`config.mk`:
```
export PLATFORM = sky130hd
export DESIGN_NAME = line_store
export DESIGN_NICKNAME = d
export VERILOG_FILES = /design/src/design/cache_pkg.sv /design/src/design/line_store.sv
export SDC_FILE = /design/constraint.sdc
export NUM_CORES = 2
export LEC_CHECK = 0
export BUFFER_PORTS_ARGS = -buffer_cell sky130_fd_sc_hd__buf_2
export CAP_MARGIN = 20
export CORE_MARGIN = 3
export CORE_UTILIZATION = 30
export CTS_BUF_LIST = sky130_fd_sc_hd__clkbuf_16
export DETAILED_ROUTE_END_ITERATION = 16
export GPL_TIMING_DRIVEN = 0
export HOLD_SLACK_MARGIN = 0.12
export PLACE_DENSITY = 0.51
export SLEW_MARGIN = 10
export SYNTH_ARGS = -nofsm -noshare
export SYNTH_HDL_FRONTEND = slang
export SYNTH_SLANG_ARGS = --single-unit
```
`constraint.sdc`:
```
create_clock -name clk -period 14.73 [get_ports clk]
set_input_delay 0 -clock clk [delete_from_list [all_inputs] [get_ports clk]]
set_output_delay 0 -clock clk [all_outputs]
set_load 0.01 [all_outputs]
```
`src/design/cache_pkg.sv`:
```
package cache_pkg;

	// ~~~~~~~~~~~~~~~~~~~~
	// Requester word and line geometry
	// ~~~~~~~~~~~~~~~~~~~~

	localparam int ADDR_WIDTH     = 16;   // Word address from the requester
	localparam int WORD_WIDTH     = 32;
	localparam int WORDS_PER_LINE = 4;
	localparam int OFFSET_WIDTH   = $clog2(WORDS_PER_LINE);
	localparam int LINE_WIDTH     = WORD_WIDTH * WORDS_PER_LINE;

	// ~~~~~~~~~~~~~~~~~~~~
	// Banking and set indexing
	// ~~~~~~~~~~~~~~~~~~~~

	localparam int NUM_BANKS      = 4;
	localparam int BANK_WIDTH     = $clog2(NUM_BANKS);
	localparam int SETS_PER_BANK  = 16;
	localparam int SET_WIDTH      = $clog2(SETS_PER_BANK);

	// Bit positions of each field inside the word address
	// Order from the top is tag, set, bank, offset
	localparam int BANK_LSB       = OFFSET_WIDTH;
	localparam int SET_LSB        = BANK_LSB + BANK_WIDTH;
	localparam int TAG_LSB        = SET_LSB + SET_WIDTH;
	localparam int TAG_WIDTH      = ADDR_WIDTH - TAG_LSB;

	// ~~~~~~~~~~~~~~~~~~~~
	// Memory port
	// ~~~~~~~~~~~~~~~~~~~~

	// The memory moves whole lines, so its address drops the word offset
	localparam int LINE_ADDR_WIDTH = ADDR_WIDTH - OFFSET_WIDTH;

endpackage

```
`src/design/line_store.sv`:
```
module line_store (
	input  logic                           clk,
	input  logic                           rst_n,
	input  logic                           lookup,
	input  logic [cache_pkg::SET_WIDTH-1:0]  set,
	input  logic [cache_pkg::TAG_WIDTH-1:0]  tag,
	input  logic                           write_en,
	input  logic [cache_pkg::LINE_WIDTH-1:0] data_write,
	input  logic                           dirty_write,
	output logic [cache_pkg::LINE_WIDTH-1:0] data_read,
	output logic                           dirty_read,
	output logic                           hit,
	output logic [cache_pkg::TAG_WIDTH-1:0]  victim_tag
);

	// ~~~~~~~~~~~~~~~~~~~~
	// Storage arrays
	// ~~~~~~~~~~~~~~~~~~~~

	logic [cache_pkg::LINE_WIDTH-1:0] data_mem [cache_pkg::SETS_PER_BANK];
	logic [cache_pkg::TAG_WIDTH-1:0]  tag_mem  [cache_pkg::SETS_PER_BANK];
	logic [cache_pkg::SETS_PER_BANK-1:0] valid_bits;
	logic [cache_pkg::SETS_PER_BANK-1:0] dirty_bits;

	// Registered copy of the looked-up line
	logic [cache_pkg::LINE_WIDTH-1:0] data_q;
	logic [cache_pkg::TAG_WIDTH-1:0]  tag_q;
	logic                             valid_q;
	logic                             dirty_q;

	// Line payload, tag and dirty storage
	always_ff @(posedge clk) begin
		if (lookup) begin
			data_q <= data_mem[set];
			tag_q  <= tag_mem[set];
		end
		if (write_en) begin
			data_mem[set]   <= data_write;
			tag_mem[set]    <= tag;         // The tag comes from the current request
			dirty_bits[set] <= dirty_write;
		end
	end

	always_ff @(posedge clk) begin
		if (!rst_n) begin
			valid_bits <= '0;
			valid_q    <= 1'b0;
			dirty_q    <= 1'b0;
		end else begin
			if (lookup) begin
				valid_q <= valid_bits[set];
				// An invalid line never reports dirty
				dirty_q <= valid_bits[set] & dirty_bits[set];
			end
			if (write_en)
				valid_bits[set] <= 1'b1;
		end
	end

	assign data_read  = data_q;
	assign dirty_read = dirty_q;
	assign victim_tag = tag_q;   // Stored tag addresses a writeback
	assign hit        = valid_q && (tag_q == tag);

endmodule

```
==> flow_summary.ini <==
[timing]
worst_slew_pin_slew_ns = 1.10
finalHoldViolCount = 0
fmax_mhz = 273
rsz0062_at_grt = false
post-route-period-util_pct = 24.8
min_period_ns = 3.66
setup_tns_ns = 0
setup_ws_ns = 11.07
setup_viol = 0
finalClockSkew_ns = 0.0480
whs_ns = 0.190
slew_headroom_pct = 27.0
slew_viol_final = 0

[worst_setup_path]
end_kind = flip-flop
cp.arrival_ns = 4.20
start_kind = input pin
reg2reg_setup_slack_ns = 12.21
slowest_delay_ns = 0.78
r2r_cells = 6
reg2reg_from = valid_bits[3]
crit_path_top_delay_cell = nor2_4
timing.rr.end = valid_q
criticalPathCategory = in2reg
required_ns = 15.28
crit_chain = dlygate4sd3_1, buf_2, buf_2, buf_1, nand2_1, nor2_4, buf_12, buf_12, buf_16, buf_16
cp_max_fo = 15

[detailed_routing]
wl_per_cell_um = 28.7
drt.antenna.violating_nets = 0
drc = 0
drt_iter0_markers = 3666
drt-vias-per-instance = 4.84
vias = 40300
wirelength_um = 239000
dr.pass1.iters = 7

[yosys]
syn-cell-area_um2 = 87100
synth_edf_count = 2328
yosys-top-cells-area = edfxtp_1 80%, mux4_2 18%, dfxtp_1 0.41%
synth_nets = 3420
synthDistinctLibCells = 28
syn_inst = 3275
avgSynthCellArea_um2 = 26.6
yosys_warnings = 0
ys_seq_area_share_pct = 80.7
ys_seq_elements = 2346
async_flop_share_pct = 0
yosys.area.top_type = edfxtp_1
yosys_most_used_dff = edfxtp_1
synth_top_area_share_pct = 80.3

[floorplan]
std_cell_rows = 197
coreArea_um2 = 288000
num_io_pins = 283
die-area_um2 = 297000
floorplan.initialDensity_pct = 30.2
die_w_um = 545
die_y_um = 545

[hold_path]
min_from = data_write[2]
hold_end = data_mem[5][2]
holdPathStages = 2
hold_class = in2reg

[power]
ir_worst_vdd_mv = 0.0920
power.density_nw_per_um2 = 135
finalPower_uw = 14600
power.leakage_uw = 0.0346

[place]
place_area_um2 = 97200
place_congestion = 0.677
dp_hpwl_um = 154000
place_ws_ns = 10.74
port_buffers = 280

[finish]
design_area_um2 = 108000
fillCellCount = 26000
area_delta_synth_final_pct = 24.4
final_common_cell = edfxtp_1
drive_above_1_share_pct = 36.5
ff_latch_area_um2 = 70300
multiInputGateArea_um2 = 16000
nNetsFinal = 4480
mostFrequentLayoutCells = 2,328 x edfxtp_1, 688 x mux4_2, 290 x buf_2

[cts]
cts_tree = built
clk_latency_ns = 0.89
clk_pin_slew_ns = 0.06
htreeDepth = 5
cts_resized = 0
clock_sinks = 2346
cts_made_buffers = 263
max-clock-path-buffers = 4
cts_root_buf = clkbuf_16

[status]
outcome = finished clean

[global_routing]
grt_antenna_before_repair = 50
grt_max_degree = 57
grt_usage_pct = 16.1
grt_pass1_wl_um = 335000
grt_pass1_vias = 42700
grt_overflow = 0

[run]
maxCapViolations = 0
[metrics by stage]
step                      util (%)  std cells
final                         37.6       8334
after global routing          37.6       8321
after CTS                     37.5       8314
after detailed placement      33.7       7564
after global placement        32.3       7336
after floorplan                  -       3275
[logic make-up after synthesis]
logic type / after synthesis / share of synthesized area, %
flip-flops: 2346 / 80.7
multiplexers: 688 / 17.8
buffers and inverters: 159 / 1.05
AND/OR/NAND/NOR: 68 / 0.342
XOR/XNOR: 8 / 0.0805
AO/OA/AOI/OAI: 6 / 0.0532
[layer usage]
| metal | global-route usage (%) | up-vias | share of wire [%] |
|---|---|---|---|
| li1 | - | 16600 | - |
| met1 | 21.6 | 22100 | 42 |
| met2 | 26.7 | 1229 | 49 |
| met3 | 2.97 | 377 | 5.7 |
| met4 | 4.71 | 22 | 2.8 |
| met5 | 0 | - | 0.057 |
[cells in the mapped netlist, types with 2 or more instances]
library cell and number:
a22oi_1 3, and3_1 2, buf_1 17, buf_2 11, buf_4 41, buf_6 20
clkbuf_1 68, dfxtp_1 18, edfxtp_1 2328, mux4_2 688, nand2_1 5, nand2b_1 2
nand3_1 2, nand3b_1 2, nor2_1 45, nor2b_1 2, nor3_1 4, xnor2_1 5
xor2_1 3
[state kept, by name, indices dropped and copies added, names as in the netlist]
signal / count
data_mem: 2048
data_read: 128
tag_mem: 128
dirty_bits: 16
valid_bits: 16
victim_tag: 8
dirty_read: 1
valid_q: 1
[where the power goes]
part / internal [uW] / leakage (uW) / switching [uW]
clock: 3520 / 0.00418 / 2710
combinational: 376 / 0.00915 / 459
sequential: 7520 / 0.0213 / 45.4
total: 11400 / 0.0346 / 3210
[critical path: cells and delay by family]
kind | cells | cell delay [ns]
buf+inv | 8 | 2.87
simple gates | 2 | 1.24
[how the worst max path moves through the flow]
| stage | end | from | slack (ns) |
|---|---|---|---|
| 3_3_place_gp | data_mem[2][42] | set[3] | -12.26 |
| 6_report | data_mem[12][65] | set[2] | 11.07 |
| 2_1_floorplan | data_mem[0][0] | set[0] | 3.72 |
| 3_5_place_dp | data_mem[12][42] | set[2] | 10.74 |
| 4_1_cts | data_mem[12][42] | set[2] | 11.04 |
| 5_1_grt | data_mem[12][65] | set[2] | 10.91 |
[what timing repair did]
action	in CTS	in global routing
endpoints found under the hold margin	2694	0
hold buffers	287	0
setup buffers	0	0
[layout make-up]
class	count	area share (%)
diodes	20	0.0462
plain buffers	157	0.848
clock buffers	269	6.21
clock inverters	194	1.34
inverters	2	0.00693
multi-input cells	770	14.8
flip-flops and latches	2346	64.9
well taps	3781	4.37
repair buffers	795	7.52
No activity file was read; power rests on OpenSTA's default activity.
