<file path="config.mk">
export PLATFORM = sky130hd
export DESIGN_NAME = refill_engine
export DESIGN_NICKNAME = d
export VERILOG_FILES = /design/src/design/cache_pkg.sv /design/src/design/refill_engine.sv
export SDC_FILE = /design/constraint.sdc
export NUM_CORES = 1
export LEC_CHECK = 0
export CORE_AREA = 4 4 216 218
export CTS_BUF_LIST = sky130_fd_sc_hd__clkbuf_8
export DETAILED_ROUTE_END_ITERATION = 12
export DIE_AREA = 0 0 220 222
export DONT_BUFFER_PORTS = 1
export GPL_ROUTABILITY_DRIVEN = 0
export GPL_TIMING_DRIVEN = 0
export PLACE_DENSITY = 0.33
export SLEW_MARGIN = 30
export SYNTH_ARGS = -nofsm -noshare
export SYNTH_HDL_FRONTEND = slang
export SYNTH_SLANG_ARGS = --single-unit
export TNS_END_PERCENT = 1
</file>
<file path="constraint.sdc">
create_clock -name clk -period 20.7 [get_ports clk]
set_clock_uncertainty 0.2 [all_clocks]
set_input_delay 3.105 -clock clk [delete_from_list [all_inputs] [get_ports clk]]
set_output_delay 3.105 -clock clk [all_outputs]
set_load 0.01 [all_outputs]
</file>
<file path="src/design/cache_pkg.sv">
package cache_pkg;

	// ~~~~~~~~~~~~~~~~~~~~
	// Requester word and line geometry
	// ~~~~~~~~~~~~~~~~~~~~

	localparam int ADDR_WIDTH     = 16;   // Word address from the requester
	localparam int WORD_WIDTH     = 32;
	localparam int WORDS_PER_LINE = 4;
	localparam int OFFSET_WIDTH   = $clog2(WORDS_PER_LINE);
	localparam int LINE_WIDTH     = WORD_WIDTH * WORDS_PER_LINE;

	// ~~~~~~~~~~~~~~~~~~~~
	// Banking and set indexing
	// ~~~~~~~~~~~~~~~~~~~~

	localparam int NUM_BANKS      = 4;
	localparam int BANK_WIDTH     = $clog2(NUM_BANKS);
	localparam int SETS_PER_BANK  = 16;
	localparam int SET_WIDTH      = $clog2(SETS_PER_BANK);

	// Bit positions of each field inside the word address
	// Order from the top is tag, set, bank, offset
	localparam int BANK_LSB       = OFFSET_WIDTH;
	localparam int SET_LSB        = BANK_LSB + BANK_WIDTH;
	localparam int TAG_LSB        = SET_LSB + SET_WIDTH;
	localparam int TAG_WIDTH      = ADDR_WIDTH - TAG_LSB;

	// ~~~~~~~~~~~~~~~~~~~~
	// Memory port
	// ~~~~~~~~~~~~~~~~~~~~

	// The memory moves whole lines, so its address drops the word offset
	localparam int LINE_ADDR_WIDTH = ADDR_WIDTH - OFFSET_WIDTH;

endpackage

</file>
<file path="src/design/refill_engine.sv">
module refill_engine (
	input  logic                                 clk,
	input  logic                                 rst_n,
	input  logic                                 miss_start,
	input  logic                                 victim_dirty,
	input  logic [cache_pkg::LINE_ADDR_WIDTH-1:0] victim_line_addr,
	input  logic [cache_pkg::LINE_WIDTH-1:0]      victim_data,
	input  logic [cache_pkg::LINE_ADDR_WIDTH-1:0] miss_line_addr,
	input  logic                                 mem_ack,
	input  logic [cache_pkg::LINE_WIDTH-1:0]      mem_rdata,
	output logic                                 mem_req,
	output logic                                 mem_we,
	output logic [cache_pkg::LINE_ADDR_WIDTH-1:0] mem_line_addr,
	output logic [cache_pkg::LINE_WIDTH-1:0]      mem_wdata,
	output logic                                 refill_done,
	output logic [cache_pkg::LINE_WIDTH-1:0]      refill_line
);

	typedef enum logic [2:0] {
		st_idle,
		st_wb,        // Writeback req high
		st_wb_rel,    // Writeback req low, waiting for ack to drop
		st_rd,
		st_rd_rel
	} state_t;

	state_t state;

	logic [cache_pkg::LINE_ADDR_WIDTH-1:0] miss_addr_q;

	always_ff @(posedge clk) begin
		if (!rst_n) begin
			state       <= st_idle;
			mem_req     <= 1'b0;
			mem_we      <= 1'b0;
			refill_done <= 1'b0;
		end else begin
			refill_done <= 1'b0;
			case (state)
				st_idle: if (miss_start) begin
					mem_req <= 1'b1;
					mem_we  <= victim_dirty;
					state   <= victim_dirty ? st_wb : st_rd;
				end
				st_wb: if (mem_ack) begin
					mem_req <= 1'b0;
					state   <= st_wb_rel;
				end
				st_wb_rel: if (!mem_ack) begin
					mem_req <= 1'b1;   // Fetch starts once the writeback is closed
					mem_we  <= 1'b0;
					state   <= st_rd;
				end
				st_rd: if (mem_ack) begin
					mem_req <= 1'b0;
					state   <= st_rd_rel;
				end
				st_rd_rel: if (!mem_ack) begin
					refill_done <= 1'b1;
					state       <= st_idle;
				end
				default: state <= st_idle;
			endcase
		end
	end

	// Address and line payload
	always_ff @(posedge clk) begin
		if (state == st_idle && miss_start) begin
			miss_addr_q   <= miss_line_addr;
			mem_line_addr <= victim_dirty ? victim_line_addr : miss_line_addr;
			mem_wdata     <= victim_data;
		end
		if (state == st_wb_rel && !mem_ack)
			mem_line_addr <= miss_addr_q;
		if (state == st_rd && mem_ack)
			refill_line <= mem_rdata;
	end

endmodule

</file>
==> impl_results.md <==
* Die ar. at 48800 um2
* Vias at 3892
* Area of the multi-input gates at 467 um2
* I/O Buffers at 0
* Post-synth top area cell: edfxtp_1
* Post-route ant nets at 0
* Largest net degree at the start of global routing at 30
* Slew Viols, Final at 0
* Synth-to-Final Area Change at 21.7%
* Top-area cell type share of the netlist area at 93.0%
* Routed WL per cell at 23.4 um
* Netlist Area Pre-Place at 9170 um2
* Critical Path RT at 20.77 ns
* Most common cell on crit path: buf_4
* Post-Syn Instances at 365
* CTS Hold Bufs at 0
* Top-count cell post-synth: edfxtp_1
* Yosys warnings at 0
* Post-cts repair resize count at 0
* CTS tree: yes
* CP Capture Type: flop
* Std-Cell Rows at 78
* Tmin final at 5.28 ns
* Via/cell ratio at 3.63
* Post-CTS setup buffer count at 0
* Max incr delay on CP at 0.52 ns
* Syn_nets at 654
* Post-synth EDFFs at 284
* Status: finished clean
* Final Net Count at 722
* Sequential-to-total area share from yosys stat at 94.3%
* Final worst path period share at 25.5%
* Length of the first detailed-routing pass in iterations at 4
* Slew @ Worst Pin at 0.644 ns
* Post-synth top cells: edfxtp_1 (284), nand2_1 (20), mux2i_1 (14), o21ai_0 (14), dfxtp_1 (6)
* Starting Density at 20.4%
* Crit-path cells: nor4b_4, buf_4, buf_4, buf_4, buf_4, buf_4, buf_4, buf_4
* Crit path max-delay family: buffers and inverters
* Static leakage at 0.00357 uW
* Post-DP HPWL at 19.8 mm
* Worst skew pair latency at 0.57 ns
* Routed wl met2 at 13.2 mm
* Worst Path Class, Setup: input pin to flop
* Total gr overflow at 0
* Yosys reg bits at 290
* Slowest-stage cell, CP: nor4b_4
* Initial antenna violation count at 7
* Vias in the first global route at 4165
* CP arrival at 5.35 ns
* Layout cells sized above 1 at 21.4%
* Asr flop ratio synth at 0%
* Peak supply drop at 0.0000696 V
* Final std cells w/o fill at 1071
* Global-route wire length before repair at 32.7 mm
* MaxCap Viol Count at 0
* I/O pin count at 562
* Die Y-Extent at 222 um
* Setup TNS at 0 ns
* Hold crit path type: flop to flop
* Post-Place Cells at 984
* GRT Total Usage at 9.38%
* # setup viols final at 0
* Sequential Area at 8650 um2
* Pwr/cell area at 113 nW/um2
* Ys flop type: edfxtp_1
* CTS root buf: clkbuf_8
* Worst slew margin at 56.9%
* Number of H-tree levels at 2
* Synth unique cells at 24
* DR WL met3 at 3.91 mm
* Max Clock Freq at 189 MHz
* ANT cells at 0
* Synth area leaders: edfxtp_1 (93%), mux2i_1 (1.5%), dfxtp_1 (1.3%)
* Worst setup SP type: input pin
* Remaining DRCs at 0
* Fill count at 4530
* M1 wire length at 7.01 mm
* Final hold vios at 0
* Mean Syn Cell Area at 25.1 um2
* Die X at 220 um
* Critical path peak fanout at 14
* RSZ-0062 raised after global routing: false
* Num CTS Buffers at 47
* Top sig layer: met5
* Core area at 44900 um2
* Buffers & Inverters on Critical Path at 7
* CTS clk-pin slew, worst paths at 0.06 ns
* Final WL at 25.0 mm
* Clk buf depth at 3
* Initial drt markers at 114
* CTS sink cnt at 290
path summary, 6_finish.rpt:
path	start	cells after the start	slack, ns	end
worst min register to register	miss_addr_q[13]	2	0.33	mem_line_addr[13]
worst max-delay path	miss_start	8	15.42	mem_wdata[83]
worst min-delay path	miss_addr_q[13]	2	0.33	mem_line_addr[13]
worst max register to register	state[2]	9	17.39	mem_wdata[83]
layout by cell type, fill, tap and decap left out, types with 2 or more instances in the layout:
| cell type | count |
|---|---|
| o21a_1 | 2 |
| o21ai_0 | 14 |
| clkinvlp_4 | 2 |
| nand2_1 | 20 |
| o21ai_2 | 2 |
| clkbuf_8 | 49 |
| bufinv_16 | 5 |
| buf_2 | 3 |
| clkinv_2 | 12 |
| mux2i_1 | 14 |
| nor4b_4 | 2 |
| buf_16 | 5 |
| nor2_1 | 2 |
| inv_1 | 11 |
| clkinv_1 | 7 |
| buf_8 | 2 |
| edfxtp_1 | 284 |
| dfxtp_1 | 6 |
| buf_6 | 3 |
| buf_4 | 13 |
routing by layer:
layer	track usage, %	up-vias
met2	17.2	393
met1	7.23	1818
met5	0	-
li1	-	1602
met4	4.17	10
met3	6.88	69
where the power goes:
group	leakage, uW	internal [uW]	total (uW)	switching, uW
clock network	0.000544	285	508	223
logic	0.000348	11.6	35.8	24.1
registers	0.00268	689	720	31.5
registers in the layout, summed over array words and instances, names as in the netlist:
name / cells
mem_line_addr: 14
mem_req: 1
mem_wdata: 128
mem_we: 1
miss_addr_q: 14
refill_done: 1
refill_line: 128
state: 3
stage by stage:
step | total power (uW) | hold slack [ns] | util [%] | setup slack [ns] | area (um2)
finish | 1260 | 0.331 | 24.8 | 15.42 | 11200
global route | 1320 | 0.348 | 24.8 | 15.31 | 11200
CTS | 1290 | 0.331 | 24.8 | 15.44 | 11200
detailed placement | 770 | 0.318 | 22.7 | 14.81 | 10200
global placement | 770 | 0.321 | 22.1 | 9.25 | 9920
floorplan | 750 | 0.280 | - | 11.03 | 9170
layout make-up:
| cell class | instances | area share [%] |
|---|---|---|
| multi-input combinational | 68 | 4.18 |
| timing repair buffer | 19 | 2.28 |
| tap | 600 | 6.73 |
| clock buffer | 49 | 6.05 |
| clock inverter | 38 | 2.70 |
| sequential | 290 | 77.5 |
| buffer | 7 | 0.538 |
worst reg2reg max path, stage by stage, from the launching register on:
cell and delay, ns:
dfxtp_1 0.30, buf_4 0.17, nor4b_4 0.63, buf_4 0.33
buf_4 0.24, buf_4 0.23, buf_4 0.23, buf_4 0.22
buf_4 0.24, buf_4 0.23
cell families (layout without fill, tap and decap cells):
kind of cell	after synthesis	count (layout)	share of synthesized area, %
AO/OA/AOI/OAI	21	21	1.35
AND/OR/NAND/NOR	33	33	2.13
flip-flops	290	290	94.3
multiplexers	14	14	1.53
buffers and inverters	7	113	0.655
(Power assumes the default switching activity.)
