$ cat src/design/cache_pkg.sv
package cache_pkg;

	// ~~~~~~~~~~~~~~~~~~~~
	// Requester word and line geometry
	// ~~~~~~~~~~~~~~~~~~~~

	localparam int ADDR_WIDTH     = 16;   // Word address from the requester
	localparam int WORD_WIDTH     = 32;
	localparam int WORDS_PER_LINE = 4;
	localparam int OFFSET_WIDTH   = $clog2(WORDS_PER_LINE);
	localparam int LINE_WIDTH     = WORD_WIDTH * WORDS_PER_LINE;

	// ~~~~~~~~~~~~~~~~~~~~
	// Banking and set indexing
	// ~~~~~~~~~~~~~~~~~~~~

	localparam int NUM_BANKS      = 4;
	localparam int BANK_WIDTH     = $clog2(NUM_BANKS);
	localparam int SETS_PER_BANK  = 16;
	localparam int SET_WIDTH      = $clog2(SETS_PER_BANK);

	// Bit positions of each field inside the word address
	// Order from the top is tag, set, bank, offset
	localparam int BANK_LSB       = OFFSET_WIDTH;
	localparam int SET_LSB        = BANK_LSB + BANK_WIDTH;
	localparam int TAG_LSB        = SET_LSB + SET_WIDTH;
	localparam int TAG_WIDTH      = ADDR_WIDTH - TAG_LSB;

	// ~~~~~~~~~~~~~~~~~~~~
	// Memory port
	// ~~~~~~~~~~~~~~~~~~~~

	// The memory moves whole lines, so its address drops the word offset
	localparam int LINE_ADDR_WIDTH = ADDR_WIDTH - OFFSET_WIDTH;

endpackage

$ cat src/design/lookup_resolver.sv
module lookup_resolver (
	input  logic                                                   clk,
	input  logic                                                   rst_n,
	input  logic                                                   start,
	input  logic [cache_pkg::BANK_WIDTH-1:0]                        bank,
	input  logic [cache_pkg::SET_WIDTH-1:0]                         set,
	input  logic [cache_pkg::TAG_WIDTH-1:0]                         tag,
	input  logic [cache_pkg::OFFSET_WIDTH-1:0]                      offset,
	input  logic                                                   is_write,
	input  logic [cache_pkg::WORD_WIDTH-1:0]                        wdata,
	input  logic [cache_pkg::NUM_BANKS-1:0][cache_pkg::LINE_WIDTH-1:0] data_read,
	input  logic [cache_pkg::NUM_BANKS-1:0]                         dirty_read,
	input  logic [cache_pkg::NUM_BANKS-1:0]                         hit,
	input  logic [cache_pkg::NUM_BANKS-1:0][cache_pkg::TAG_WIDTH-1:0]  victim_tag,
	input  logic                                                   refill_done,
	input  logic [cache_pkg::LINE_WIDTH-1:0]                        refill_line,
	output logic                                                   done,
	output logic [cache_pkg::WORD_WIDTH-1:0]                        cpu_rdata,
	output logic [cache_pkg::NUM_BANKS-1:0]                         write_en,
	output logic [cache_pkg::LINE_WIDTH-1:0]                        data_write,
	output logic                                                   dirty_write,
	output logic                                                   miss_start,
	output logic                                                   victim_dirty,
	output logic [cache_pkg::LINE_ADDR_WIDTH-1:0]                   victim_line_addr,
	output logic [cache_pkg::LINE_WIDTH-1:0]                        victim_data
);

	typedef enum logic [1:0] {
		st_idle,
		st_miss,    // Refill engine owns the memory port
		st_fill     // Refilled line goes into the bank
	} state_t;

	state_t state;

	logic [cache_pkg::LINE_WIDTH-1:0] fill_line;
	logic [cache_pkg::LINE_WIDTH-1:0] base_line;
	logic [cache_pkg::LINE_WIDTH-1:0] merged_line;
	logic [cache_pkg::WORD_WIDTH-1:0] base_word;
	logic                             sel_hit;

	// ~~~~~~~~~~~~~~~~~~~~
	// Bank select and word merge
	// ~~~~~~~~~~~~~~~~~~~~

	assign sel_hit   = hit[bank];
	assign base_line = (state == st_fill) ? fill_line : data_read[bank];
	assign base_word = base_line[offset * cache_pkg::WORD_WIDTH +: cache_pkg::WORD_WIDTH];

	always_comb begin
		merged_line = base_line;
		merged_line[offset * cache_pkg::WORD_WIDTH +: cache_pkg::WORD_WIDTH] = wdata;
	end

	// A write always leaves the line dirty, a read fill leaves it clean
	assign data_write  = is_write ? merged_line : base_line;
	assign dirty_write = is_write;

	// Victim fields for the refill engine
	assign victim_data      = data_read[bank];
	assign victim_line_addr = {victim_tag[bank], set, bank};
	assign victim_dirty     = dirty_read[bank] && (victim_tag[bank] != tag);

	always_comb begin
		done       = 1'b0;
		miss_start = 1'b0;
		write_en   = '0;
		case (state)
			st_idle: if (start) begin
				if (sel_hit) begin
					done           = 1'b1;
					write_en[bank] = is_write;   // Write hit updates in place
				end else begin
					miss_start = 1'b1;
				end
			end
			st_fill: begin
				done           = 1'b1;
				write_en[bank] = 1'b1;
			end
			default: ;
		endcase
	end

	always_ff @(posedge clk) begin
		if (!rst_n) begin
			state <= st_idle;
		end else begin
			case (state)
				st_idle: if (start && !sel_hit) state <= st_miss;
				st_miss: if (refill_done) state <= st_fill;
				st_fill: state <= st_idle;
				default: state <= st_idle;
			endcase
		end
	end

	always_ff @(posedge clk) begin
		if (refill_done)
			fill_line <= refill_line;
		if (done)
			cpu_rdata <= is_write ? wdata : base_word;   // Write returns the new word
	end

endmodule

$ cat config.mk
export PLATFORM = sky130hd
export DESIGN_NAME = lookup_resolver
export DESIGN_NICKNAME = d
export VERILOG_FILES = /design/src/design/cache_pkg.sv /design/src/design/lookup_resolver.sv
export SDC_FILE = /design/constraint.sdc
export NUM_CORES = 1
export LEC_CHECK = 0
export BUFFER_PORTS_ARGS = -buffer_cell sky130_fd_sc_hd__buf_2
export CORE_AREA = 2 2 404 406
export DETAILED_ROUTE_END_ITERATION = 16
export DIE_AREA = 0 0 406 408
export PLACE_DENSITY_LB_ADDON = 0.08
export SETUP_SLACK_MARGIN = 0.1
export SYNTH_ARGS = -nofsm -noshare
export SYNTH_HDL_FRONTEND = slang
export SYNTH_SLANG_ARGS = --single-unit
$ cat constraint.sdc
create_clock -name clk -period 2.1 [get_ports clk]
set_input_delay 0 -clock clk [delete_from_list [all_inputs] [get_ports clk]]
set_output_delay 0 -clock clk [all_outputs]
set_load 0.005 [all_outputs]
==> results of run 1 <==
[power breakdown]
group	internal (mW)	total (mW)	switching, mW
Sequential	3.86	4.01	0.149
Clock	1.79	3.58	1.79
Combinational	2.97	5.80	2.83
[per-stage QoR]
step	cells	power [mW]	setup slack [ps]	util, %
after floorplan	965	5.40	103	-
after global placement	4308	8.75	-598	13.4
after detailed placement	4308	8.73	-579	13.4
after CTS	4577	13.5	-260	16.1
after global routing	4607	14.2	-272	16.8
final	4616	13.4	-138	16.8
[flip-flops by register name (all words and copies together) (netlist names)]
name	flops
fill_line	128
cpu_rdata	32
state	2
[kinds of logic after synthesis]
logic type               Yosys count  synth area share (%)
multiplexers                     279                  37.5
XOR/XNOR                           8                 0.582
AO/OA/AOI/OAI                    196                  9.16
buffers and inverters            103                  4.27
flip-flops                       162                  40.2
AND/OR/NAND/NOR                  212                  7.74
adder cells (fa/ha/maj)            5                 0.519
[how the worst max path moves through the flow]
| stage | from | endpoint | cells after the start |
|---|---|---|---|
| finish | state[0] | data_write[25] | 8 |
| floorplan | state[0] | cpu_rdata[15] | 7 |
| global placement | bank[0] | cpu_rdata[26] | 8 |
| CTS | state[0] | data_write[121] | 8 |
| detailed placement | bank[0] | cpu_rdata[26] | 8 |
| global route | state[0] | data_write[121] | 8 |
[layer usage]
layer,GRT usage [%],share of wire [%]
met5,0,0.0090
met4,3.18,1.7
met3,4.00,6.2
met2,24.0,49
met1,18.2,44
[critical path, delay by kind of cell, from the launching register on]
| family | cells | cell delay [ps] |
|---|---|---|
| AO/OA/AOI/OAI | 1 | 110 |
| buffers and inverters | 5 | 740 |
| flip-flops | 1 | 320 |
| AND/OR/NAND/NOR | 1 | 210 |
| multiplexers | 1 | 310 |
[repair_timing]
item | 4_1_cts | 5_1_grt
hold endpoints to repair | 178 | 0
pin swaps | 61 | 54
cloned | 5 | 0
setup buffers | 74 | 31
endpoints found under the setup margin | 151 | 165
hold buffers | 159 | 0
gates resized for setup | 361 | 215
[cell usage after synthesis, drive strengths merged]
library cell,n
edfxtp,160
nand2,150
o21ai,145
mux2i,141
mux4,138
clkbuf,59
buf,41
o22ai,32
nor2,21
or3,18
a221o,13
xor2,8
and2,5
ha,5
and4,4
inv,3
nor4,3
nor4b,3
a21boi,2
dfxtp,2
nor2b,2
a211o,1
a31oi,1
a41o,1
and4b,1
nand2b,1
nand3b,1
nand4,1
nor3b,1
nor4bb,1
o21a,1
[area by class of cell]
cell class / count / area [um^2] / area share, %
tap: 2175 / 2720 / 10.0
inverter: 3 / 11.3 / 0.0415
antenna: 13 / 32.5 / 0.120
timing repair buffer: 1531 / 10700 / 39.3
clock inverter: 14 / 168 / 0.618
multi-input combinational: 700 / 8270 / 30.5
sequential: 162 / 4850 / 17.9
clock buffer: 18 / 429 / 1.58
==> summary.txt, run 1 <==
STA
  • Achievable Freq: 0.447 GHz
  • Fin. Hold Viols: 0
  • Setup ws final: -138 ps
  • Final critical-path required period: 2240 ps
  • Slew @ Worst Pin: 908 ps
  • Max-slew headroom: 39.4%
  • WHS: 0.00143 ps
  • RSZ-0062 raised after global routing: true
  • Fin Setup TNS: -4130 ps
  • Max-slew violations: 0
  • Final setup fails: 81
  • Final Skew: 18.0 ps
  • Period utilisation layout: 107%

Route
  • 1st-pass router iterations: 5
  • Final Routed Wirelength: 122 mm
  • Wirelength per Cell: 26.4 um
  • Post-route ant nets: 0
  • Total number of vias: 15,300
  • Via density: 3.31
  • DRC errors left: 0
  • Initial DRC Count: 697

Run
  • Max-cap violations: 0

CTS
  • Clock Path Buffers: 2
  • Worst skew pair latency: 530 ps
  • Clk pin slew, worst setup/hold paths: 80 ps
  • Total clock sinks: 162
  • CTS tree: built
  • CTS H-tree depth: 4
  • CTS Root Cell: clkbuf_16
  • CTS Buf Count: 17

Critical path
  • Max FO, Critical Path: 5
  • CP Cell Sequence: nand2b_4 -> buf_16 -> buf_12 -> buf_4 -> buf_12 -> mux2i_4 -> o21ai_1 -> buf_4
  • Crit path arrival time: 2240 ps
  • Endpoint type of the worst setup path: output pin
  • Kind of critical path: reg -> out
  • Reg-to-reg slack, setup: -130 ps
  • Largest stage delay, worst path: 320 ps
  • R2R depth: 9
  • Slowest stage cell on the critical path: dfxtp_2
  • R2R Path Start: state[0]
  • Nature of the critical path startpoint: flip-flop
  • CP required: 2100 ps
  • FF-to-FF End: cpu_rdata[13]

Status
  • Status: finished with violations
  • Failing checks: setup timing

Layout
  • Number of fill cells: 18,200
  • Fin area: 27,100 um^2
  • Most frequent cells in the layout: 999 x buf_2, 196 x buf_4, 160 x edfxtp_1, 159 x dlygate4sd3_1, 145 x nand2_1
  • Area Overhead vs Synth: 125%
  • Share of cells above drive strength 1: 72.1%
  • Most common cell after layout, fill and taps aside: buf_2
  • Nets@finish: 3,153

Die
  • Initial Util: 7.45%
  • Core box area: 162,000 um^2
  • Die H: 408 um
  • Top Ports: 1,043
  • Die Width: 406 um
  • Site Rows: 148
  • Die area: 166,000 um^2

Global routing
  • Vias in the first global route: 16,800
  • Initial antenna violation count: 27
  • First-pass GRT wire length: 157 mm
  • Total congestion overflow: 0
  • Tot GR Track Use: 14.3%
  • Largest net degree at the start of global routing: 36

Logic synthesis
  • Post-synth net total: 1,703
  • Yosys cell types: 37
  • Top cell type's share of synthesized area: 39.9%
  • Synth area leaders: edfxtp_1 40%, mux4_2 26%, mux2i_1 12%
  • Cell taking the most area after synthesis: edfxtp_1
  • YS warnings: 0
  • Netlist Area Pre-Place: 12,000 um^2
  • Post-synthesis sequential area ratio: 40.2%
  • Synth Register Bits: 162
  • Syn Area/Cell: 12.5 um^2
  • Post-Syn Instances: 965

Hold path
  • Hold crit path type: in -> out
  • Hold path startpoint: set[0]
  • Hold path depth: 0
  • Hold Path End: victim_line_addr[2]

Pwr
  • Peak VDD IR: 0.719 mV
  • Leak Pwr: 11.4 nW
  • PD cells: 493 nW/um^2

Placed design
  • Post-DP Area: 21,700 um^2
  • Routability cong.: 0.865
  • # port buffers: 1,034
  • Dpl hpwl: 99.8 mm
No activity file was read; power rests on OpenSTA's default activity.
==> run 2: changes to the inputs <==
CORE_AREA = 2 2 403 405   (was 2 2 404 406)
DIE_AREA = 0 0 405 407   (was 0 0 406 408)
clock period = 2.6 ns   (was 2.1 ns; I/O delays follow)
==> summary.txt, run 2 (synthesis results as in run 1) <==
Layout
  • Largest register by flop count: fill_line
  • Most common cell after layout, fill and taps aside: buf_2
  • Share of cells above drive strength 1: 61.5% (-11 points)
  • Area Overhead vs Synth: 92.9%
  • Final Non-Filler Cells: 4,410 (-4.5%)
  • Max reg flops: 128 (unchanged)
  • Nets@finish: 2,967 (-5.9%)
  • Util after Layout: 14.5% (-2.3 points)
  • Most frequent cells in the layout: 1,029 x buf_2, 160 x edfxtp_1, 159 x dlygate4sd3_1, 145 x nand2_1, 138 x mux4_2
  • Biggest regs: fill_line (128), cpu_rdata (32), state (2)
  • Fin area: 23,200 um^2 (-14%)

Pwr
  • Peak VDD IR: 0.609 mV (-15%)
  • PD cells: 435 nW/um^2 (-12%)
  • Leak Pwr: 10.4 nW (-8.7%)

Route
  • Final Routed Wirelength: 121 mm (-0.60%)
  • Via density: 3.29 (-0.59%)
  • 1st-pass router iterations: 5 (unchanged)
  • DRC errors left: 0 (unchanged)
  • Wirelength per Cell: 27.4 um (+4.0%)
  • Initial DRC Count: 947 (+36%)
  • Total number of vias: 14,500 (-5.0%)
  • Post-route ant nets: 0 (unchanged)

Critical path
  • Kind of critical path: in -> reg
  • Max FO, Critical Path: 28 (+23)
  • CP required: 2880 ps (+780 ps)
  • Crit path arrival time: 2680 ps (+440 ps)
  • Endpoint type of the worst setup path: flip-flop
  • Nature of the critical path startpoint: input port

Die
  • Top Ports: 1,043 (unchanged)
  • Die Width: 405 um (-0.25%)
  • Initial Util: 7.52% (+0.068 points)
  • Core box area: 160,000 um^2 (-0.90%)
  • Site Rows: 147 (-0.68%)
  • Die H: 407 um (-0.25%)
  • Die area: 165,000 um^2 (-0.49%)

Placed design
  • Dpl hpwl: 102 mm (+2.7%)
  • Post-DP Area: 20,800 um^2 (-4.0%)
  • Routability cong.: 0.884 (+2.1%)
  • Placed cell count: 4,204 (-2.4%)
  • # port buffers: 1,034 (unchanged)

CTS
  • Clock Path Buffers: 2 (unchanged)
  • CTS Buf Count: 17 (unchanged)
  • Clk pin slew, worst setup/hold paths: 70 ps (about the same)
  • CTS Root Cell: clkbuf_16
  • CTS tree: built
  • Total clock sinks: 162 (unchanged)
  • Worst skew pair latency: 530 ps (about the same)
  • CTS H-tree depth: 4 (unchanged)

Global routing
  • Grt met3 use: 3.56% (-0.43 points)
  • Met1 Track Usage GR: 18.2% (+0.060 points)
  • Tot GR Track Use: 14.1% (-0.26 points)
  • Largest net degree at the start of global routing: 51 (+42%)
  • Initial antenna violation count: 35 (+30%)
  • Routing usage on met2: 23.7% (-0.33 points)
  • Most used routing layer: met2
  • Vias in the first global route: 15,400 (-8.1%)
  • First-pass GRT wire length: 151 mm (-3.7%)
  • Total congestion overflow: 0 (unchanged)

Hold path
  • Hold crit path type: in -> out

Status
  • Status: finished, final reports clean

Run
  • Max-cap violations: 0 (unchanged)

STA
  • Final Skew: 20.9 ps (+2.87 ps)
  • Final setup fails: 0 (-100%)
  • Fin Setup TNS: 0 ps (+4130 ps)
  • Max-slew headroom: 31.4% (-8.0 points)
  • Period utilisation layout: 92.4%
  • RSZ-0062 raised after global routing: true
  • Achievable Freq: 0.416 GHz
  • Final critical-path required period: 2400 ps
  • Max-slew violations: 0 (unchanged)
  • Fin. Hold Viols: 0 (unchanged)
  • Slew @ Worst Pin: 1000 ps (+91.8 ps)
==> run 2: per-stage QoR <==
step / worst slack [ps] / hold slack, ps / total power, mW
floorplan: 308 / 80.8 / 4.36
global route: 66.6 / 0.0152 / 10.7
global placement: -229 / 0.0601 / 6.91
CTS: 112 / 0.0601 / 10.5
detailed placement: -214 / 0.0601 / 6.89
finish: 197 / 0.00142 / 10.1
==> run 2: report_power, final <==
group	switching, mW	internal [mW]	total (mW)
sequential	0.0722	3.12	3.19
combinational	2.04	1.71	3.75
clock	1.37	1.80	3.17
total	3.49	6.62	10.1
==> run 2: final timing paths <==
kind,start,endpoint,slack [ps],cells past startpoint
setup / recovery,bank[0],cpu_rdata[25],200,8
hold / removal,set[1],victim_line_addr[3],0.001,0
setup reg to reg,state[0],cpu_rdata[25],210,7
hold reg to reg,state[1],state[1],640,1
==> run 2: cell type report <==
type	instances	area (um^2)
antenna	8	20.0
clock buffer	18	429
clock inverter	14	231
fill	18300	137000
inverter	3	11.3
multi-input combinational	700	6770
sequential	162	4850
tap	2160	2700
timing repair buffer	1345	8230
==> run 2: metal layers <==
metal | vias up | share of wire, %
li1 | 6400 | -
met1 | 7379 | 44
met2 | 645 | 49
met3 | 63 | 5.9
met4 | 4 | 1.2
met5 | - | 0.025
==> run 2: worst max-delay path: stages <==
cell and delay (ps):
buf_8 320, buf_4 350, mux4_2 600, mux2i_1 190
buf_4 160, nand2_1 50, a211o_1 280, dlygate4sd3_1 560
==> run 2: repair_timing <==
item,CTS,global route
setup endpoints to repair,14,5
gates cloned,1,0
endpoints found under the hold margin,187,0
resized for setup,17,2
setup buffers,2,4
hold buffers,159,0
