File: src/design/cache_pkg.sv
package cache_pkg;

	// ~~~~~~~~~~~~~~~~~~~~
	// Requester word and line geometry
	// ~~~~~~~~~~~~~~~~~~~~

	localparam int ADDR_WIDTH     = 16;   // Word address from the requester
	localparam int WORD_WIDTH     = 32;
	localparam int WORDS_PER_LINE = 4;
	localparam int OFFSET_WIDTH   = $clog2(WORDS_PER_LINE);
	localparam int LINE_WIDTH     = WORD_WIDTH * WORDS_PER_LINE;

	// ~~~~~~~~~~~~~~~~~~~~
	// Banking and set indexing
	// ~~~~~~~~~~~~~~~~~~~~

	localparam int NUM_BANKS      = 4;
	localparam int BANK_WIDTH     = $clog2(NUM_BANKS);
	localparam int SETS_PER_BANK  = 16;
	localparam int SET_WIDTH      = $clog2(SETS_PER_BANK);

	// Bit positions of each field inside the word address
	// Order from the top is tag, set, bank, offset
	localparam int BANK_LSB       = OFFSET_WIDTH;
	localparam int SET_LSB        = BANK_LSB + BANK_WIDTH;
	localparam int TAG_LSB        = SET_LSB + SET_WIDTH;
	localparam int TAG_WIDTH      = ADDR_WIDTH - TAG_LSB;

	// ~~~~~~~~~~~~~~~~~~~~
	// Memory port
	// ~~~~~~~~~~~~~~~~~~~~

	// The memory moves whole lines, so its address drops the word offset
	localparam int LINE_ADDR_WIDTH = ADDR_WIDTH - OFFSET_WIDTH;

endpackage

File: src/design/request_dispatch.sv
module request_dispatch (
	input  logic                              clk,
	input  logic                              rst_n,
	input  logic                              cpu_req,
	input  logic                              cpu_we,
	input  logic [cache_pkg::ADDR_WIDTH-1:0]   cpu_addr,
	input  logic [cache_pkg::WORD_WIDTH-1:0]   cpu_wdata,
	input  logic                              done,
	output logic                              cpu_ack,
	output logic [cache_pkg::NUM_BANKS-1:0]    lookup,
	output logic [cache_pkg::SET_WIDTH-1:0]    set,
	output logic [cache_pkg::TAG_WIDTH-1:0]    tag,
	output logic [cache_pkg::BANK_WIDTH-1:0]   bank,
	output logic [cache_pkg::OFFSET_WIDTH-1:0] offset,
	output logic                              is_write,
	output logic [cache_pkg::WORD_WIDTH-1:0]   wdata,
	output logic                              start
);

	typedef enum logic [1:0] {
		st_idle,
		st_look,      // Bank is reading the addressed line
		st_busy,      // Waiting for the resolver
		st_release    // Ack high, waiting for req to drop
	} state_t;

	state_t state;

	logic [cache_pkg::BANK_WIDTH-1:0] addr_bank;

	assign addr_bank = cpu_addr[cache_pkg::BANK_LSB +: cache_pkg::BANK_WIDTH];

	// ~~~~~~~~~~~~~~~~~~~~
	// Request capture
	// ~~~~~~~~~~~~~~~~~~~~

	// Fields are held for the whole transaction
	always_ff @(posedge clk) begin
		if (state == st_idle && cpu_req) begin
			set      <= cpu_addr[cache_pkg::SET_LSB +: cache_pkg::SET_WIDTH];
			tag      <= cpu_addr[cache_pkg::TAG_LSB +: cache_pkg::TAG_WIDTH];
			bank     <= addr_bank;
			offset   <= cpu_addr[cache_pkg::OFFSET_WIDTH-1:0];
			is_write <= cpu_we;
			wdata    <= cpu_wdata;
		end
	end

	// ~~~~~~~~~~~~~~~~~~~~
	// Handshake FSM
	// ~~~~~~~~~~~~~~~~~~~~

	always_ff @(posedge clk) begin
		if (!rst_n) begin
			state   <= st_idle;
			cpu_ack <= 1'b0;
			lookup  <= '0;
			start   <= 1'b0;
		end else begin
			lookup <= '0;   // Both strobes are single-cycle pulses
			start  <= 1'b0;
			case (state)
				st_idle: if (cpu_req) begin
					lookup[addr_bank] <= 1'b1;
					state             <= st_look;
				end
				st_look: begin
					start <= 1'b1;   // Bank output is valid from here on
					state <= st_busy;
				end
				st_busy: if (done) begin
					cpu_ack <= 1'b1;
					state   <= st_release;
				end
				st_release: if (!cpu_req) begin
					cpu_ack <= 1'b0;
					state   <= st_idle;
				end
				default: state <= st_idle;
			endcase
		end
	end

endmodule

File: config.mk
export PLATFORM = sky130hd
export DESIGN_NAME = request_dispatch
export DESIGN_NICKNAME = d
export VERILOG_FILES = /design/src/design/cache_pkg.sv /design/src/design/request_dispatch.sv
export SDC_FILE = /design/constraint.sdc
export NUM_CORES = 1
export LEC_CHECK = 0
export BUFFER_PORTS_ARGS = -buffer_cell sky130_fd_sc_hd__buf_2
export CAP_MARGIN = 20
export CORE_UTILIZATION = 45
export CTS_CLUSTER_SIZE = 25
export DETAILED_ROUTE_END_ITERATION = 8
export GPL_TIMING_DRIVEN = 0
export PLACE_DENSITY = 0.82
export SLEW_MARGIN = 20
export SYNTH_ARGS = -nofsm -noshare
export SYNTH_HDL_FRONTEND = slang
export SYNTH_SLANG_ARGS = --single-unit
File: constraint.sdc
create_clock -name clk -period 3.9 [get_ports clk]
set_clock_uncertainty 0.1 [all_clocks]
set_input_delay 0.78 -clock clk [delete_from_list [all_inputs] [get_ports clk]]
set_output_delay 0.78 -clock clk [all_outputs]
set_load 0.01 [all_outputs]
==> summary.md, run 1 <==
| Metric | Value |
|---|---|
| Status | `complete, no violations` |
| Critical path peak fanout | `1` |
| Sequential fraction of the synthesis area | `89.32%` |
| Routed Antenna Nets | `0` |
| CP top delay family | `flip-flops` |
| Max-Cap Viols | `0` |
| Site Rows | `22` |
| DP HPWL | `about 2700 um` |
| Compound-Gate Fraction of Synth Area | `under 10%` |
| Final setup vio count | `0` |
| Worst-path clk slew | `roughly 0.060 ns` |
| Post-cts sizing count | `0` |
| Fin crit share | `44.86%` |
| HP Start | `cpu_ack` |
| Post-synthesis adder-cell area fraction | `under 10%` |
| PortBufs | `107` |
| Vias | `around 1100` |
| Nets@finish | `around 260` |
| Total iterations of the first detailed-routing run | `4` |
| Initial core utilization | `48.44%` |
| Worst Hold Class | `register to register` |
| N_diodes | `0` |
| Mux share of post-synthesis cell area | `1.370%` |
| Total Wirelength | `3609 um` |
| Gpl congestion | `approximately 0.64` |
| Core ar. | `between 3000 and 4000 um2` |
| Synth warn | `0` |
| Detailed router's first-iteration violation count | `between 70 and 80` |
| Die area | `4318 um2` |
| Post-Synth Simple-Gate Area | `3.493%` |
| Post-synthesis cell area | `1827 um2` |
| Post-synthesis xor/xnor area fraction | `0%` |
| Routed len/inst | `about 14 um` |
| Critical-path cell list | `buf_2` |
| Largest family of logic cells by synthesized area | `simple AND/OR/NAND/NOR gates` |
| Reg-to-Reg Start | `state[0]` |
| WS Path Type | `register to output pin` |
| Syn_nets | `~140` |
| Share of layout cells above drive strength 1 | `between 50% and 60%` |
| Vias in the first global route | `1045` |
| Final Slew Violations | `0` |
| Slew @ Worst Pin | `roughly 0.62 ns` |
| CTS Buf Count | `9` |
| Syn Area/Cell | `about 21 um2` |
| P_leak | `~1.1 nW` |
| # clock sinks | `between 50 and 60` |
| Crit path max-delay cell type | `edfxtp_1` |
| Final Hold Viols | `0` |
| Tmin final | `between 1.5 and 2 ns` |
| IR drop worst, VDD | `between 0.4 and 0.5 mV` |
| CP Capture Type | `output pin` |
| Largest stage delay, worst path | `about 0.40 ns` |
| Post-CTS setup buffers | `0` |
| Die Ht | `65.72 um` |
| Crit path from | `offset[0]` |
| Achievable clock frequency | `~0.57 GHz` |
| CTS tree | `built` |
| Setup WS pre-CTS | `~1.6 ns` |
| GRT Total Usage | `about 17%` |
| Worst Setup Start Kind | `register` |
| Buffer depth of the longest clock path | `2` |
| Die Width | `roughly 66 um` |
| TNS Setup | `0 ns` |
| Syn Inst Count | `between 80 and 90` |
| Area growth syn-to-layout | `42.26%` |
| Clk Latency, worst-skew pair | `~0.31 ns` |
| Root buf cell | `clkbuf_8` |
| CP arrival | `~0.87 ns` |
| Fin worst setup slack | `2.150 ns` |
| Post-layout util | `68.91%` |
| RSZ-0062 raised after global routing | `false` |
| Drc violations | `0` |
| Routed vias/inst | `between 4 and 5` |
| H-tree lvl count | `3` |
| WP data required | `just over 3 ns` |
| Power Density | `~630 nW/um2` |
| Total gr overflow | `0` |
| Largest net degree at the start of global routing | `52` |
| Relative slew slack | `58.50%` |
| I/O pin cnt | `108` |
| First-pass GRT wire length | `around 5200 um` |
| Initial antenna violation count | `0` |
| Seq cells post-synth | `57` |
| Synth cell types | `19` |
| CTS Hold Buffers Added | `0` |
| Buffers and inverters on the worst path | `1` |
==> cell families (layout without fill, tap and decap cells) <==
group,after synthesis,after routing
buffers and inverters,3,125
AND/OR/NAND/NOR,13,13
multiplexers,2,2
adder cells (fa/ha/maj),5,5
flip-flops,57,57
AO/OA/AOI/OAI,5,5
==> cell usage in the layout (no fill, tap or decap) <==
master       n
buf_2      107
edfxtp_1    49
clkbuf_8     9
dfxtp_1      8
ha_1         5
inv_1        3
nor2_1       3
nand2_1      3
nor3_1       2
clkinv_2     2
clkinv_1     2
and2_4       1
nand3_1      1
mux2_4       1
nor2b_1      1
o21ai_1      1
o311a_1      1
a21oi_1      1
or2_2        1
o21ai_0      1
a21boi_0     1
and2_1       1
mux2i_1      1
bufinv_16    1
clkbuf_1     1
==> worst paths after layout <==
path | end | slack [ns] | cells after the start
max | offset[0] | 2.15 | 1
min | cpu_ack | 0.41 | 2
max reg2reg | wdata[11] | 2.22 | 3
min reg2reg | cpu_ack | 0.41 | 2
==> layer usage <==
layer / wire length, um / vias to the layer above / global-route usage, %
li1: - / 553 / -
met1: 1490 / 513 / 22.39
met2: 1627 / 74 / 24.87
met3: 448 / 7 / 8.160
met4: 42 / 0 / 7.337
met5: 0 / - / 0
==> registers in the layout (all words and copies together), names as in the netlist <==
| signal | count |
|---|---|
| bank | 2 |
| cpu_ack | 1 |
| is_write | 1 |
| lookup | 4 |
| offset | 2 |
| set | 4 |
| start | 1 |
| state | 2 |
| tag | 8 |
| wdata | 32 |
==> cell type report <==
class	instances	area [um2]
Clock inverter	5	47.55
Sequential cell	57	1632
Inverter	3	11.26
Multi-Input combinational cell	25	185.2
Tap cell	48	60.06
Clock buffer	10	127.6
Timing Repair Buffer	107	535.5
Fill cell	270	1172
==> synth_stat cells <==
master | number | area (um2)
mux2i_1 | 1 | 10.01
ha_1 | 5 | 62.56
dfxtp_1 | 8 | 160.2
nor2_1 | 3 | 11.26
and2_1 | 1 | 6.260
o21ai_1 | 1 | 5.000
edfxtp_1 | 49 | 1471
and2_2 | 1 | 7.510
nor2b_1 | 1 | 6.260
or2_2 | 1 | 6.260
nor3_1 | 2 | 10.01
nand3_1 | 1 | 5.000
o311a_1 | 1 | 10.01
inv_1 | 3 | 11.26
a21oi_1 | 1 | 5.000
nand2_1 | 3 | 11.26
a21boi_0 | 1 | 7.510
mux2_4 | 1 | 15.01
o21ai_0 | 1 | 5.000
==> power breakdown <==
| part | switching (mW) | internal (mW) | total, mW | leakage, nW |
|---|---|---|---|---|
| combinational | 0.186 | 0.118 | 0.304 | 0.526 |
| clock | 0.202 | 0.285 | 0.487 | 0.0910 |
| sequential | 0.0323 | 0.808 | 0.840 | 0.530 |
| total | 0.420 | 1.21 | 1.63 | 1.15 |
==> metrics by stage <==
stage	total power [mW]	std cells	instance area [um2]	hold WS, ns
2_1_floorplan	1.013	85	1827	0.3677
3_3_place_gp	1.148	240	2422	0.3849
3_5_place_dp	1.162	240	2422	0.4136
4_1_cts	1.654	255	2597	0.4196
5_1_grt	1.718	255	2599	0.4616
6_report	1.631	255	2599	0.4087
Power figures use the tool's default switching activity.
==> run 2, diff against run 1 <==
--- a/config.mk
+++ b/config.mk
@@ -5,13 +5,14 @@
 export SDC_FILE = /design/constraint.sdc
 export NUM_CORES = 1
 export LEC_CHECK = 0
+export ABC_AREA = 1
 export BUFFER_PORTS_ARGS = -buffer_cell sky130_fd_sc_hd__buf_2
 export CAP_MARGIN = 20
-export CORE_UTILIZATION = 45
+export CORE_UTILIZATION = 42
 export CTS_CLUSTER_SIZE = 25
 export DETAILED_ROUTE_END_ITERATION = 8
 export GPL_TIMING_DRIVEN = 0
-export PLACE_DENSITY = 0.82
+export PLACE_DENSITY = 0.78
 export SLEW_MARGIN = 20
 export SYNTH_ARGS = -nofsm -noshare
 export SYNTH_HDL_FRONTEND = slang
==> constraint.sdc (replaced) <==
create_clock -name clk -period 1.7 [get_ports clk]
set_clock_uncertainty 0.1 [all_clocks]
set_input_delay 0.34 -clock clk [delete_from_list [all_inputs] [get_ports clk]]
set_output_delay 0.34 -clock clk [all_outputs]
set_load 0.01 [all_outputs]
==> run 2 against run 1 <==
Sequential share of layout area fell by 1.4 points; largest cell class unchanged; clock power increased by 150%; worst hold slack got worse by 0.32 ns; combinational power increased to 2.9 times the previous value; setup slack got worse by 2.0 ns; sequential cell count stayed put; register-to-register slack got worse by 2.1 ns; non-clock buffer count unchanged; first-iteration DRC count grew 34%; sequential power up 130%; final area grew 2.3%; power increased by 150%.
==> summary.md, run 2 <==
| Metric | Value |
|---|---|
| Reg area | `around 1600 um2` |
| Slew @ Worst Pin | `0.2374 ns` |
| Drc violations | `0` |
| Achievable clock frequency | `roughly 0.64 GHz` |
| Core ar. | `4115 um2` |
| Post-layout util | `between 60% and 70%` |
| IR drop worst, VDD | `1.054 mV` |
| Most common cell after layout, fill and taps aside | `buf_2` |
| Critical path peak fanout | `50` |
| Fin crit share | `91.24%` |
| CP Capture Type | `register` |
| Largest area contributor in the netlist | `edfxtp_1` |
| Routed Antenna Nets | `0` |
| WP data required | `around 1.8 ns` |
| Syn_nets | `~150` |
| Post-synthesis cell area | `1843 um2` |
| Initial core utilization | `44.79%` |
| Final Hold Viols | `0` |
| Regs by FF count | `wdata: 32 flops, tag: 8 flops` |
| CTS Buf Count | `9` |
| Post-DP Area | `2441 um2` |
| DP HPWL | `2727 um` |
| Most frequent cells in the layout | `buf_2 (107), edfxtp_1 (49), clkbuf_8 (10)` |
| Final Slew Violations | `0` |
| CP arrival | `1.68 ns` |
| Vias | `roughly 1200` |
| Relative slew slack | `a little over four fifths` |
| Worst-path clk slew | `about 0.070 ns` |
| Max-Cap Viols | `0` |
| Detailed router's first-iteration violation count | `around 100` |
| Vias in the first global route | `1010` |
| RSZ-0062 raised after global routing | `false` |
| Synth top cells by count | `edfxtp_1 (49), dfxtp_1 (8), nand2_1 (8)` |
| N_diodes | `0` |
| Post-cts sizing count | `2` |
| Power Density | `roughly 1500 nW/um2` |
| Number of synthesized flops with an enable pin | `49` |
| Post-CTS setup buffers | `0` |
| Area growth syn-to-layout | `44.20%` |
| Most area-consuming cells after synthesis | `edfxtp_1 (80%), dfxtp_1 (8.7%), ha_1 (3.4%)` |
| Total iterations of the first detailed-routing run | `4` |
| Most frequent cell after synthesis | `edfxtp_1` |
| Worst Setup Start Kind | `register` |
| Layout filler cell count | `around 300` |
| Yosys top cell area share | `around four fifths` |
| WS Path Type | `register to register` |
| Routed vias/inst | `~4.3` |
| Synth warn | `0` |
| Sequential fraction of the synthesis area | `between 80% and 90%` |
| Largest net degree at the start of global routing | `51` |
| CTS Hold Buffers Added | `0` |
| Gpl congestion | `0.6477` |
| Post-Place Cells | `~250` |
| Total power | `about 4.1 mW` |
| Syn Inst Count | `95` |
| # clock sinks | `between 50 and 60` |
| Tmin final | `~1.6 ns` |
| CTS tree | `built` |
| Number of flip-flops in the largest register | `32` |
| Total gr overflow | `0` |
| H-tree lvl count | `3` |
| Die area | `between 4000 and 5000 um2` |
| Post-Layout Cell Count | `268` |
| Area of the multi-input gates | `between 150 and 200 um2` |
| Buffer depth of the longest clock path | `2` |
| Fin area | `2658 um2` |
| Nets@finish | `around 270` |
| Site Rows | `23` |
| PortBufs | `roughly 110` |
| Hold WS | `about 0.093 ns` |
| Final setup vio count | `0` |
| First-pass GRT wire length | `4871 um` |
| Ys flop type | `edfxtp_1` |
| Seq cells post-synth | `57` |
| Share of layout cells above drive strength 1 | `slightly below 60%` |
| Asr flop ratio synth | `0%` |
| I/O pin cnt | `between 100 and 150` |
| Die Ht | `between 60 and 70 um` |
| Status | `complete, no violations` |
| P_leak | `1.197 nW` |
| GRT Total Usage | `15.69%` |
| Routed len/inst | `approximately 14 um` |
| Die Width | `68.25 um` |
| Total Wirelength | `3654 um` |
| Syn Area/Cell | `just under 20 um2` |
| Clk Latency, worst-skew pair | `between 0.3 and 0.4 ns` |
| Reg with most FFs | `wdata` |
| Worst Hold Class | `input port to register` |
| Initial antenna violation count | `0` |
| Synth cell types | `13` |
| Root buf cell | `clkbuf_8` |
-- run 2: power breakdown --
part,switching (mW),internal [mW],total (mW)
registers,0.0765,1.90,1.97
clock network,0.491,0.710,1.20
logic,0.532,0.354,0.886
-- run 2: area by class of cell --
cell class,count,share of cell area [%]
Clock buffer,12,5.461
Tap cell,50,2.354
Multi-Input combinational cell,29,6.685
Clock inverter,4,1.695
Sequential cell,57,61.39
Inverter,9,2.260
Timing Repair Buffer,107,20.15
-- run 2: final timing paths --
path                       from   endpoint  slack, ns  cells after the start
setup reg to reg       state[0]  lookup[3]       0.15                      6
hold / removal    cpu_wdata[24]  wdata[24]       0.09                      1
hold reg to reg         cpu_ack    cpu_ack       0.35                      2
setup / recovery       state[0]  lookup[3]       0.15                      6
-- run 2: kinds of logic after synthesis --
family                     after synthesis  share of synthesized area, %
AOI/OAI and AO/OA                        1                        0.2713
adders and majority gates                5                         3.394
buffers and inverters                    9                         1.833
DFF                                     57                         88.53
and+or+nand+nor                         23                         5.974
-- run 2: critical path, cell delays in order, from the launching register on --
cell,delay [ns]
dfxtp_1,0.33
inv_1,0.12
ha_1,0.20
nand2_1,0.09
bufinv_16,0.34
nand2_2,0.11
nor3_1,0.17
-- run 2: per-layer routing --
metal	up-vias	global-route usage, %	share of wire (%)
li1	575	-	-
met1	513	17.43	41
met2	67	23.90	46
met3	7	7.500	11
met4	0	10.16	1.5
met5	-	0	0
-- run 2: per-stage QoR --
stage	setup TNS, ns	worst slack [ns]
2_1_floorplan	0	0.002860
4_1_cts	0	0.05002
6_report	0	0.1489
3_3_place_gp	-11.78	-0.2322
5_1_grt	0	0.008432
3_5_place_dp	-14.01	-0.3253
==> run 3, diff against run 2 <==
--- a/config.mk
+++ b/config.mk
@@ -5,7 +5,6 @@
 export SDC_FILE = /design/constraint.sdc
 export NUM_CORES = 1
 export LEC_CHECK = 0
-export ABC_AREA = 1
 export BUFFER_PORTS_ARGS = -buffer_cell sky130_fd_sc_hd__buf_2
 export CAP_MARGIN = 20
 export CORE_UTILIZATION = 42
==> run 3 against run 2 <==
Clock power shrank 6%; cell count shrank 3.4%; routed wire length grew 2.4%; power shrank 7.1%; sequential power shrank 3%; sequential cell count is the same; first-iteration DRC count shrank 28%; maximum frequency grew 2.4%.
==> summary.md, run 3 (synthesis gave the netlist of run 1 again) <==
| Metric | Value |
|---|---|
| Clock group share of total power | `29.9%` |
| Initial core utilization | `roughly 45%` |
| Hold path depth | `1` |
| P_leak | `between 1 and 1.5 nW` |
| Drc violations | `0` |
| Clk Latency, worst-skew pair | `0.31 ns` |
| Flop pwr share | `between 50% and 60%` |
| Regs by FF count | `wdata: 32 flops, tag: 8 flops` |
| # clock sinks | `57` |
| Routed len/inst | `14.44 um` |
| Largest net degree at the start of global routing | `27` |
| GRT Total Usage | `between 10% and 20%` |
| Critical path peak fanout | `4` |
| Die Ht | `67.95 um` |
| CTS Hold Buffers Added | `0` |
| Worst Hold Class | `input port to register` |
| Vias | `between 1000 and 1500` |
| Layout filler cell count | `309` |
| First-pass GRT wire length | `between 5000 and 6000 um` |
| Power Internal | `roughly 2.8 mW` |
| Core ar. | `4086 um2` |
| RSZ-0062 raised after global routing | `false` |
| Hold WS | `~0.098 ns` |
| Setup WS pre-CTS | `-0.004251 ns` |
| Hold path endpoint | `wdata[4]` |
| Die area | `roughly 4600 um2` |
| IR drop worst, VDD | `just over 0.8 mV` |
| Area of the multi-input gates | `between 150 and 200 um2` |
| Status | `complete, no violations` |
| Worst-path clk slew | `0.06 ns` |
| WP data required | `roughly 1.8 ns` |
| Site Rows | `23` |
| Reg with most FFs | `wdata` |
| Total iterations of the first detailed-routing run | `5` |
| Switching pwr | `between 0.9 and 1 mW` |
| Worst r2r path cells | `5` |
| Gate power share | `19.3%` |
| Power Density | `1444 nW/um2` |
| Initial antenna violation count | `0` |
| Gpl congestion | `slightly above 0.7` |
| Routed Antenna Nets | `0` |
| Relative slew slack | `between 70% and 80%` |
| Number of flip-flops in the largest register | `32` |
| CTS Buf Count | `9` |
| CP Capture Type | `register` |
| Most frequent cells in the layout | `buf_2 (107), edfxtp_1 (49), clkbuf_8 (9)` |
| CTS tree | `built` |
| WS Path Type | `register to register` |
| Slew @ Worst Pin | `between 0.3 and 0.4 ns` |
| Internal reg-to-reg setup slack | `roughly 0.19 ns` |
| Tmin final | `around 1.5 ns` |
| Most common cell after layout, fill and taps aside | `buf_2` |
| Final setup vio count | `0` |
| Switch share | `between 20% and 30%` |
| Total gr overflow | `0` |
| Fin crit share | `between 80% and 90%` |
| Die Width | `67.95 um` |
| Achievable clock frequency | `~0.66 GHz` |
| HP Start | `cpu_wdata[4]` |
| Total power | `3.772 mW` |
| Fin worst setup slack | `0.1853 ns` |
| Worst Setup Start Kind | `register` |
| Root buf cell | `clkbuf_8` |
| Final Hold Viols | `0` |
| DP HPWL | `2697 um` |
| PortBufs | `roughly 110` |
| Max-Cap Viols | `0` |
| CP arrival | `1.66 ns` |
| Buffer depth of the longest clock path | `2` |
| H-tree lvl count | `3` |
| Routed vias/inst | `4.521` |
| Share of layout cells above drive strength 1 | `just under 60%` |
| Vias in the first global route | `around 1100` |
| Detailed router's first-iteration violation count | `74` |
| Final Slew Violations | `0` |
| Total Wirelength | `~3700 um` |
| Nets@finish | `262` |
| I/O pin cnt | `roughly 110` |
| RR Endpoint | `state[1]` |
| Reg-to-Reg Start | `state[0]` |
| Reg area | `1632 um2` |
| N_diodes | `0` |
| Area growth syn-to-layout | `43.01%` |
run 3: cell types whose count changed in the layout (fill, tap and decap cells not counted), sizes merged, moves of 2 or more:
cell / delta
inv: -5
nand2: -8
nand3: -2
and2: +3
nor3: -2
o21ai: +2
run 3: worst max path at each step:
stage / start / end / cells after the start
floorplan: state[0] / bank[0] / 3
global placement: state[0] / wdata[0] / 3
detailed placement: state[0] / lookup[0] / 5
CTS: state[0] / bank[0] / 3
global route: state[0] / lookup[0] / 5
finish: state[0] / state[1] / 5
run 3: what timing repair did:
item,in CTS,in global routing
resized for setup,0,1
buffers inserted,0,0
gates cloned,1,0
pin swaps,1,0
setup endpoints to repair,2,26
run 3: stage by stage:
stage / instance area (um2) / setup TNS, ns / instances / utilization [%]
floorplan: 1828 / 0 / 85 / -
global placement: 2426 / 0 / 242 / 59.37
detailed placement: 2426 / -0.004251 / 242 / 59.37
CTS: 2611 / 0 / 259 / 63.90
global route: 2613 / 0 / 259 / 63.93
finish: 2613 / 0 / 259 / 63.93
run 3: area by class of cell:
| type | instances | area share [%] |
|---|---|---|
| inverters | 3 | 0.4310 |
| well taps | 50 | 2.395 |
| flip-flops and latches | 57 | 62.45 |
| multi-input cells | 26 | 7.423 |
| clock inverters | 5 | 1.772 |
| clock buffers | 11 | 5.029 |
| repair buffers | 107 | 20.50 |
run 3: critical path, stage by stage (launching register included):
cell	delay [ns]
dfxtp_1	0.36
inv_1	0.10
ha_1	0.25
mux2_4	0.29
nor2_1	0.15
mux2i_1	0.19
run 3: per-layer routing:
layer	up-vias	global-route usage, %	wire length (um)
met5	-	0	0
met4	0	9.375	14
met3	2	6.333	474
met2	71	25.37	1768
met1	538	19.07	1483
li1	560	-	-
run 3: power groups by stage:
stage / sequential (mW) / combinational (mW) / clock (mW)
final: 1.92 / 0.726 / 1.13
after global routing: 1.94 / 0.813 / 1.22
after CTS: 1.92 / 0.732 / 1.16
after detailed placement: 1.95 / 0.709 / 0
after global placement: 1.94 / 0.697 / 0
after floorplan: 2.07 / 0.252 / 0
